<file path="src/verilog/mul_defines.svh">
`ifndef MUL_DEFINES_SVH
`define MUL_DEFINES_SVH

// operand width
`define MUL_XLEN 64

// full product width
`define MUL_PLEN 128

// radix-4 booth rows for a 66-bit multiplier
`define MUL_PP_ROWS 33

// rows per 4-2 group in a reduction level
`define MUL_GRP 4

// register stages from strobe to result
`define MUL_LAT 5

`endif

</file>
<file path="src/verilog/mul_data_pkg.sv">
`include "mul_defines.svh"

package mul_data_pkg;

  // one source operand
  typedef logic [`MUL_XLEN-1:0] operand_t;

  // partial-product row, also the final product
  typedef logic [`MUL_PLEN-1:0] product_t;

  // booth bank straight from recoding
  typedef product_t [`MUL_PP_ROWS-1:0] rows33_t;

  // after first reduction level
  typedef product_t [15:0] rows16_t;

  // after second reduction level
  typedef product_t [7:0] rows8_t;

  // after third level, feeds the final stage
  typedef product_t [3:0] rows4_t;

endpackage

</file>
<file path="src/verilog/mul_compressor42.sv">
`timescale 1ns/1ps

module mul_compressor42 (
  input  logic x0_i,
  input  logic x1_i,
  input  logic x2_i,
  input  logic x3_i,
  input  logic ci_i,
  output logic sum_o,
  output logic carry_o,
  output logic co_o
);

  logic s_fa;

  // first full adder, co_o never sees ci_i
  assign s_fa = x0_i ^ x1_i ^ x2_i;
  assign co_o = (x0_i & x1_i) | (x0_i & x2_i) | (x1_i & x2_i);

  // second full adder absorbs x3 and the horizontal carry
  assign sum_o   = s_fa ^ x3_i ^ ci_i;
  assign carry_o = (s_fa & x3_i) | (s_fa & ci_i) | (x3_i & ci_i);

endmodule

</file>
<file path="src/verilog/mul_final_stage.sv">
`timescale 1ns/1ps
`include "mul_defines.svh"

module mul_final_stage (
  input  logic                  clk,
  input  logic                  rst,
  input  logic                  valid_i,
  input  mul_data_pkg::rows4_t  rows_i,
  output logic                  mul_ready_o,
  output mul_data_pkg::product_t mul_out_o
);

  import mul_data_pkg::*;

  logic [`MUL_PLEN:0] co;
  product_t           sum;
  product_t           carry;
  product_t           result;

  // last 4-2 level down to two rows
  assign co[0] = 1'b0;
  for (genvar b = 0; b < `MUL_PLEN; b++) begin : g_bit
    mul_compressor42 u_c42 (
      .x0_i   (rows_i[0][b]),
      .x1_i   (rows_i[1][b]),
      .x2_i   (rows_i[2][b]),
      .x3_i   (rows_i[3][b]),
      .ci_i   (co[b]),
      .sum_o  (sum[b]),
      .carry_o(carry[b]),
      .co_o   (co[b+1])
    );
  end

  // carry-propagate add
  assign result = sum + {carry[`MUL_PLEN-2:0], 1'b0};

  // result holds between ready pulses
  always_ff @(posedge clk) begin
    if (rst) begin
      mul_ready_o <= 1'b0;
      mul_out_o   <= '0;
    end else begin
      mul_ready_o <= valid_i;
      if (valid_i) begin
        mul_out_o <= result;
      end
    end
  end

endmodule

</file>
<file path="config.mk">
export PLATFORM = sky130hd
export DESIGN_NAME = mul_final_stage
export DESIGN_NICKNAME = d
export VERILOG_FILES = /design/src/verilog/mul_data_pkg.sv /design/src/verilog/mul_compressor42.sv /design/src/verilog/mul_final_stage.sv
export VERILOG_INCLUDE_DIRS = /design/src /design/src/verilog
export SDC_FILE = /design/constraint.sdc
export NUM_CORES = 1
export LEC_CHECK = 0
export ABC_AREA = 1
export BUFFER_PORTS_ARGS = -buffer_cell sky130_fd_sc_hd__buf_2
export CORE_AREA = 2 2 252 254
export CTS_BUF_LIST = sky130_fd_sc_hd__clkbuf_8
export CTS_CLUSTER_DIAMETER = 80
export DETAILED_ROUTE_END_ITERATION = 12
export DIE_AREA = 0 0 254 256
export PLACE_DENSITY_LB_ADDON = 0.12
export SYNTH_ARGS = -nofsm -noshare
export SYNTH_HDL_FRONTEND = slang
export SYNTH_SLANG_ARGS = --single-unit
</file>
<file path="constraint.sdc">
create_clock -name clk -period 2.9 [get_ports clk]
set_input_delay 0.145 -clock clk [delete_from_list [all_inputs] [get_ports clk]]
set_output_delay 0.145 -clock clk [all_outputs]
set_load 0.02 [all_outputs]
</file>
Yosys cells after proc, flatten, opt, wreduce, memory -nomap -nowiden --
Cells that the tools add are included.
Word-level totals: bits in registers 129, bits of input ports 515, output and inout bits 129, word-level logic and storage cells 1780
Operators by class: add/sub/neg operators 1, bitwise logic cells 1777
Operators by type and width (count):
- AND 1 bit | 760
- XOR 1 bit | 511
- bitwise OR 1 bit | 506
- adder 128 bit | 1

Longest topological paths before layout --
Gate-level depths: netlist of the first run.
depth after elaboration 7, gate-level depth with buffers 23, gate-level depth less buffers 23

Modules after synthesis --
From an unflattened synthesis of the first run, not the netlist that was laid out.
Second synthesis, totals: cell total of the unflattened synthesis 5026, area total of the unflattened synthesis 27607.7 µm²
By module, submodules not included:
- mul_final_stage | instances 1, cells each 3746, area an instance 18639.1 µm², seq. area each 2582.5 µm²
- mul_compressor42 | instances 128, cells each 10, area an instance 70.1 µm², seq. area each 0.0 µm²

Worst setup path after synthesis of the first run --
Ideal clock, no wire load.
path type in2reg, from input port rows_i[2] (netlist name), to register mul_out_o[93], library setup time 109 ps, arrival time 2765 ps, required time 2791 ps, path slack 26 ps, stages 22, buffers on the path 0, cell sequence inv_1 fa_1 inv_1 fa_1 inv_1 fa_1 inv_1 nand2_1 nand2_1 nand3_1 nand2_2 nand2_1 nand2_2 nand2_1 nand2_2 nand2_1 nand2_2 nand2_1 nand3_1 nand3_1 nand2_1 inv_1
On the way: word-level cells in the longest chain between the ends 7, elaborated cells on any way between the ends 18, classes of those cells 1 x add/sub; 17 x bitwise
RTL lines:
- start: declaration | line mul_final_stage.sv:8 | input mul_data_pkg::rows4_t rows_i,
- AND 1 bit | line mul_compressor42.sv:18 | assign co_o = (x0_i & x1_i) | (x0_i & x2_i) | (x1_i & x2_i);
- bitwise OR 1 bit (2 in a row) | line mul_compressor42.sv:18
- AND 1 bit | line mul_compressor42.sv:22 | assign carry_o = (s_fa & x3_i) | (s_fa & ci_i) | (x3_i & ci_i);
- bitwise OR 1 bit (2 in a row) | line mul_compressor42.sv:22
- adder 128 bit (*) | line mul_final_stage.sv:36 | assign result = sum + {carry[`MUL_PLEN-2:0], 1'b0};
- end signal: assignment | line mul_final_stage.sv:46 | mul_out_o <= result;
- end: declaration | line mul_final_stage.sv:10 | output mul_data_pkg::product_t mul_out_o
Every way passes the cells marked *; elsewhere a longest branch is shown, timed or not. A chain may end at the register's enable or synchronous reset.

Worst setup path after layout of the first run --
from input port rows_i[8] (netlist name), to register mul_out_o[86]
Same word-level chain as after synthesis.

==> results_dict.tcl, run 1 <==
set metrics [dict create \
    ant_nets 0 \
    worst_hold_slack_ns 0.0871 \
    fillCellCount 6882 \
    synth_area_leaders "nand2_1 23%, fa_1 21%, inv_1 17%" \
    fp.coreArea_sq_mm 0.0624 \
    hpwl_mm 90.2 \
    hold_viol_final 0 \
    drt_first_pass_iters 5 \
    die_height_um 256 \
    synth_simple_gate_area_share_pct 37.4 \
    die_w_um 254 \
    antenna_found_initial 1 \
    drt-wirelength-per-cell_um 16.7 \
    crit_required_ns 3.40 \
    cts_tree "done" \
    met2_usage_pct 57.0 \
    htree_num_levels 4 \
    drv_slew 0 \
    crit_path_max_fanout 3 \
    tightest_slew_ns 0.960 \
    power_density_mw_per_mm2 708 \
    seq_area_sq_mm 0.00258 \
    worstPathCellList "buf_2, inv_1, fa_1, inv_1, fa_1, ha_4, nand2_2, nor2_1, buf_4, nand2_1, nor2_1, nand2_1, nand3_2, nand3_1, nand2_4, nand2_1, nand3_1, nand3_1, nand2_1, inv_1" \
    cpPeakStageDelay_ns 0.55 \
    cp.arrival_ns 3.34 \
    netlist_area_sq_mm 0.0243 \
    whs_endpoint "mul_out_o[0]" \
    numPortBuffers 643 \
    max_slew_margin_pct 36.0 \
    gr-total-overflow 0 \
    area_growth_pct 35.7 \
    synth-xor-area-share_pct 2.38 \
    grt_util_met1_pct 36.7 \
    synthAdderAreaFrac_pct 27.4 \
    finalClockSkew_ns 0 \
    drive_gt1_share_pct 25.9 \
    r2r_cells 4 \
    multiInputGateArea_sq_mm 0.0181 \
    synth_top_area_share_pct 23.3 \
    grt_setup_unrepaired "yes" \
    die-area_sq_mm 0.0650 \
    hold_class "input pin to flip-flop" \
    synth_top_family_by_area "simple AND/OR/NAND/NOR gates" \
    ioPinCount 644 \
    period_share_pct 97.9 \
    grt_pass1_vias 26800 \
    leakagePower_nw 20.6 \
    synth_mux_area_share_pct 0 \
    ys_seq_area_share_pct 10.6 \
    hold_depth 5 \
    drtIter0Drc 1523 \
    cts.sinks 129 \
    grt_max_degree 131 \
    outcome "completed" \
    drc_errors 0 \
    gp_congestion 1.04 \
    synth.net_count 5091 \
    synth_cell_types 33 \
    synth_seq_cells 129 \
    startpoint_type "input pin" \
    clock_latency_ns 0.58 \
    worst_path_max_delay_cell "fa_1" \
    wirelength_mm 102 \
    start_util_pct 39.0 \
    num_vias 27100 \
    synth_top_area_cell "nand2_1" \
    place_area_sq_mm 0.0317 \
    rr_endpoint "mul_out_o[110]" \
    crit_type "input pin to flip-flop" \
    path_buf_inv 5 \
    clockRootBuffer "clkbuf_8" \
    rrSetupSlack_ns 2.09 \
    nets 6148 \
    endpoint_kind "flip-flop" \
    avgSynthCellArea_sq_um 5.80 \
    busiest_layer "met2" \
    peakVddDrop_v 0.000398 \
    design_area_sq_mm 0.0330 \
    viasPerCell 4.44 \
    drv_cap 0 \
    cp_top_family "simple AND/OR/NAND/NOR gates" \
    rows 92 \
    postSynthCellCount 4195 \
    cts_buffer_depth 2 \
    yosysWarnings 0 \
    r2r-start "mul_out_o[110]" \
    path_clk_slew_ns 0.10 \
    fmax_mhz 352 \
    finalSetupViolCount 0 \
    grt.total_usage_pct 31.4 \
    numCtsBuffers 17 \
    grt_pass1_wl_mm 152 \
    post-route-min-period_ns 2.84 \
    grt_use_met3_pct 3.46 \
    synth-compound-area-share_pct 4.11 \
    hold_path_startpoint "rows_i[256]" \
    cp_common_cell "nand2_1" \
]
## state kept, by name, indices dropped and copies added, names as in the netlist
name / cells
mul_out_o: 128
mul_ready_o: 1
## report_power, final
part | internal, W | switching (W) | leakage (nW)
sequential | 0.00218 | 0.000227 | 1.07
clock | 0.000956 | 0.000973 | 0.215
combinational | 0.00752 | 0.0115 | 19.3
## synthesized netlist by cell type
cell type / number
inv_1: 1117
nor2_1: 490
o21ai_1: 15
a21o_1: 3
nand3b_1: 1
nand2_1: 1507
o211ai_1: 8
nand3_2: 17
dfxtp_1: 129
xnor2_1: 21
and2_1: 2
nand3_1: 130
buf_2: 1
nor2_4: 5
or2_0: 1
a21oi_1: 88
o21bai_1: 6
clkbuf_1: 34
buf_1: 6
nand4_1: 17
nand2_2: 32
clkinv_1: 2
o21a_1: 3
a21boi_0: 1
fa_1: 254
xor2_1: 45
ha_1: 127
o21ai_0: 65
and2_2: 1
nor3_1: 18
inv_2: 8
nor3_2: 10
nor2_2: 31
## final cells by class
class	count	share of cell area, %
flip-flops and latches	129	7.83
clock buffers	18	0.751
clock inverters	13	0.561
multi-input cells	2898	54.9
diodes	1	0.00758
inverters	1127	12.8
well taps	846	3.21
repair buffers	1079	19.9
## repair_timing
item                       4_1_cts  5_1_grt
hold endpoints to repair         1        0
gates resized for setup          6      173
hold buffers                     1        0
setup buffers                    0        4
setup endpoints to repair       12       79
pin swaps                        0       15
## tightest hold or removal path, cell delays in order
cell    delay [ns]
buf_2         0.09
fa_1          0.16
ha_1          0.12
nor2_1        0.04
nor2_1        0.08
## stage by stage
stage,utilization [%],setup WS [ns],total power (W),std cells,setup TNS [ns]
2_1_floorplan,-,0.0261,0.0122,4195,0
3_3_place_gp,50.9,-0.859,0.0206,6074,-51.46
3_5_place_dp,50.9,-0.869,0.0207,6074,-52.51
4_1_cts,51.6,0.00680,0.0227,6106,0
5_1_grt,52.9,-0.0479,0.0254,6111,-0.328
6_report,52.9,0.0615,0.0234,6111,0
## layout by cell type (no fill, tap or decap), types with 45 or more instances in the layout
| master | n |
|---|---|
| ha_1 | 98 |
| xor2_1 | 45 |
| nand2_2 | 76 |
| nor2_2 | 66 |
| a21oi_1 | 73 |
| nand2_1 | 1458 |
| buf_2 | 641 |
| nand3_1 | 123 |
| dfxtp_1 | 129 |
| inv_1 | 1116 |
| fa_1 | 249 |
| nor2_1 | 448 |
| buf_4 | 431 |
| o21ai_0 | 62 |
## worst max-delay path by stage
stage / endpoint / startpoint / slack [ns] / cells after the start
after floorplan: mul_out_o[93] / rows_i[2] / 0.03 / 22
after global placement: mul_out_o[86] / rows_i[53] / -0.86 / 17
after detailed placement: mul_out_o[86] / rows_i[21] / -0.87 / 19
after CTS: mul_out_o[122] / rows_i[57] / 0.007 / 17
after global routing: mul_out_o[105] / rows_i[8] / -0.05 / 24
final: mul_out_o[86] / rows_i[8] / 0.06 / 20
## cells by family (layout without fill, tap and decap cells)
family | after synthesis | count (layout)
adder cells (fa/ha/maj) | 381 | 381
other | 0 | 1
flip-flops | 129 | 129
XOR/XNOR | 66 | 66
AO/OA/AOI/OAI | 189 | 189
AND/OR/NAND/NOR | 2262 | 2262
buffers and inverters | 1168 | 2237
## per-layer routing
| layer | part of all wire, % | up-vias |
|---|---|---|
| met5 | 0 | - |
| met4 | 5.3 | 0 |
| met3 | 3.9 | 144 |
| met2 | 50 | 641 |
| met1 | 41 | 12200 |
| li1 | - | 14200 |
(Power assumes the default switching activity.)
==> inputs of run 2 (changes only) <==
==> constraint.sdc (replaced) <==
create_clock -name clk -period 2.9 [get_ports clk]
set_input_delay 0.29 -clock clk [delete_from_list [all_inputs] [get_ports clk]]
set_output_delay 0.29 -clock clk [all_outputs]
set_load 0.02 [all_outputs]
==> run 2 against run 1 <==
  * Combinational power grew 12%
  * Largest cell class unchanged
  * Total power grew 8.9%
  * Via count grew 1.5%
  * Register-to-register slack lost 0.14 ns
  * Maximum frequency shrank 0.68%
  * Worst hold slack lost 0.0069 ns
  * Clock-buffer cell count grew 1
  * Cell count grew 0.18%
  * Setup slack lost 0.019 ns
  * Highest routed layer unchanged
  * Clock power shrank 11%
  * Wire length grew 1.9%
==> results_dict.tcl, run 2 (synthesis results as in run 1) <==
set metrics [dict create \
    numPortBuffers 643 \
    die_height_um 256 \
    clock_latency_ns 0.56 \
    drt_first_pass_iters 5 \
    peakVddDrop_v 0.000397 \
    worst_hold_slack_ns 0.0802 \
    final_cell_mix "1302 x nand2_1, 1094 x inv_1, 641 x buf_2, 426 x buf_4, 382 x nor2_1" \
    place_inst 6076 \
    hold_viol_final 0 \
    crit_required_ns 3.36 \
    switching_share_pct 53.7 \
    finalSetupViolCount 0 \
    cts.sinks 129 \
    grt_pass1_wl_mm 152 \
    tightest_slew_ns 0.869 \
    startpoint_type "input pin" \
    endpoint_kind "flip-flop" \
    fp.coreArea_sq_mm 0.0624 \
    fillCellCount 6514 \
    die-area_sq_mm 0.0650 \
    grt.total_usage_pct 31.2 \
    area_growth_pct 44.9 \
    rows 92 \
    drt-wirelength-per-cell_um 17.0 \
    crit_path_max_fanout 2 \
    top_register "mul_out_o" \
    drv_cap 0 \
    numCtsBuffers 17 \
    cts_buffer_depth 2 \
    drc_errors 0 \
    grt_max_degree 84 \
    largest_register_ffs 128 \
    power.net_switching_w 0.0137 \
    clockRootBuffer "clkbuf_8" \
    finalClockSkew_ns 0 \
    start_util_pct 39.0 \
    r2r-start "mul_out_o[108]" \
    ant_nets 0 \
    worst_path_max_delay_cell "fa_1" \
    num_vias 27500 \
    fmax_mhz 350 \
    wirelength_mm 104 \
    multiInputGateArea_sq_mm 0.0202 \
    grt_pass1_vias 26700 \
    leakagePower_nw 20.9 \
    hpwl_mm 90.8 \
    cts_tree "done" \
    hold_path_startpoint "rows_i[384]" \
    htree_num_levels 4 \
    cpPeakStageDelay_ns 0.51 \
    cp.arrival_ns 3.32 \
    antenna_found_initial 1 \
    crit_path_start "rows_i[365]" \
    post-route-min-period_ns 2.86 \
    largest_registers "mul_out_o (128), mul_ready_o (1)" \
    crit_type "input pin to flip-flop" \
    seq_area_sq_mm 0.00258 \
    hold_class "input pin to flip-flop" \
    place_area_sq_mm 0.0318 \
    grt_setup_unrepaired "yes" \
    die_w_um 254 \
    p_seq_share_pct 9.5 \
    gp_congestion 1.01 \
    drv_slew 0 \
    ioPinCount 644 \
    fin_cells 6122 \
    drive_gt1_share_pct 33.1 \
    viasPerCell 4.50 \
    outcome "completed" \
    share_comb_of_total_power_pct 83.8 \
    post-route-util_pct 56.5 \
    worstPathCellList "buf_2, fa_1, fa_1, ha_1, nand2_1, buf_4, nor2_1, buf_4, a21oi_1, buf_4, nor2_1, nor2_2, nand2_1, a21oi_1, buf_4, nand2_1, nand2_1, nand3_2, nand2_1, inv_1" \
    drtIter0Drc 1380 \
    max_slew_margin_pct 42.0 \
    clkPwrFrac_pct 6.7 \
    final_common_cell "nand2_1" \
    cp_common_cell "nand2_1" \
    p_int_w 0.0118 \
    design_area_sq_mm 0.0352 \
    path_clk_slew_ns 0.09 \
    gr-total-overflow 0 \
    power_density_mw_per_mm2 722 \
    period_share_pct 98.6 \
    nets 6158 \
    setup_total_negative_slack_ns 0 \
]
==> run 2: cell count changes in the layout (fill, tap and decap cells not counted), sizes merged <==
cell / before / now
clkbuf: 18 / 19
clkinvlp: 2 / 5
buf: 1078 / 1089
inv: 1127 / 1129
bufinv: 4 / 2
dlygate4sd3: 1 / 0
clkinv: 7 / 4
==> run 2: stage by stage <==
step	total power, W	setup slack (ns)
after global routing	0.0274	-0.0515
final	0.0254	0.0420
after detailed placement	0.0208	-0.872
after global placement	0.0208	-0.852
after floorplan	0.0122	-0.0382
after CTS	0.0228	-0.00532
==> run 2: layer usage <==
metal / vias up / track usage, % / part of all wire (%)
li1: 14200 / - / -
met1: 12400 / 36.2 / 40
met2: 762 / 56.0 / 50
met3: 172 / 3.68 / 4.4
met4: 0 / 16.2 / 5.9
met5: - / 0 / 0
==> run 2: final timing paths <==
kind	slack [ns]	cells past startpoint	end
hold reg to reg	0.48	2	mul_out_o[49]
setup / recovery	0.04	20	mul_out_o[120]
hold / removal	0.08	4	mul_out_o[0]
setup reg to reg	1.95	4	mul_out_o[108]
==> run 2: worst max-delay path, delay by kind of cell <==
| family | cells | cell delay (ns) |
|---|---|---|
| AOI/OAI and AO/OA | 2 | 0.27 |
| and+or+nand+nor | 9 | 0.79 |
| adders and majority gates | 3 | 1.28 |
| buffers and inverters | 6 | 0.69 |
==> run 2: power groups by stage <==
| stage | logic, W | clock network, W | registers [W] |
|---|---|---|---|
| 3_5_place_dp | 0.0184 | 0 | 0.00244 |
| 3_3_place_gp | 0.0183 | 0 | 0.00244 |
| 4_1_cts | 0.0186 | 0.00178 | 0.00241 |
| 2_1_floorplan | 0.00928 | 0 | 0.00290 |
| 5_1_grt | 0.0232 | 0.00182 | 0.00245 |
| 6_report | 0.0213 | 0.00171 | 0.00240 |
==> run 2: cell type report <==
| cell class | instances | share of cell area, % |
|---|---|---|
| multi-input combinational | 2898 | 57.4 |
| timing repair buffer | 1089 | 19.1 |
| inverter | 1127 | 12.0 |
| sequential | 129 | 7.33 |
| tap | 846 | 3.00 |
| clock buffer | 19 | 0.742 |
| clock inverter | 13 | 0.348 |
| antenna | 1 | 0.00710 |
==> run 2: repair_timing <==
action,CTS,global route
pin swaps,1,159
endpoints found under the hold margin,0,0
buffers inserted,0,14
hold buffers,0,0
resized for setup,47,616
setup endpoints to repair,51,101
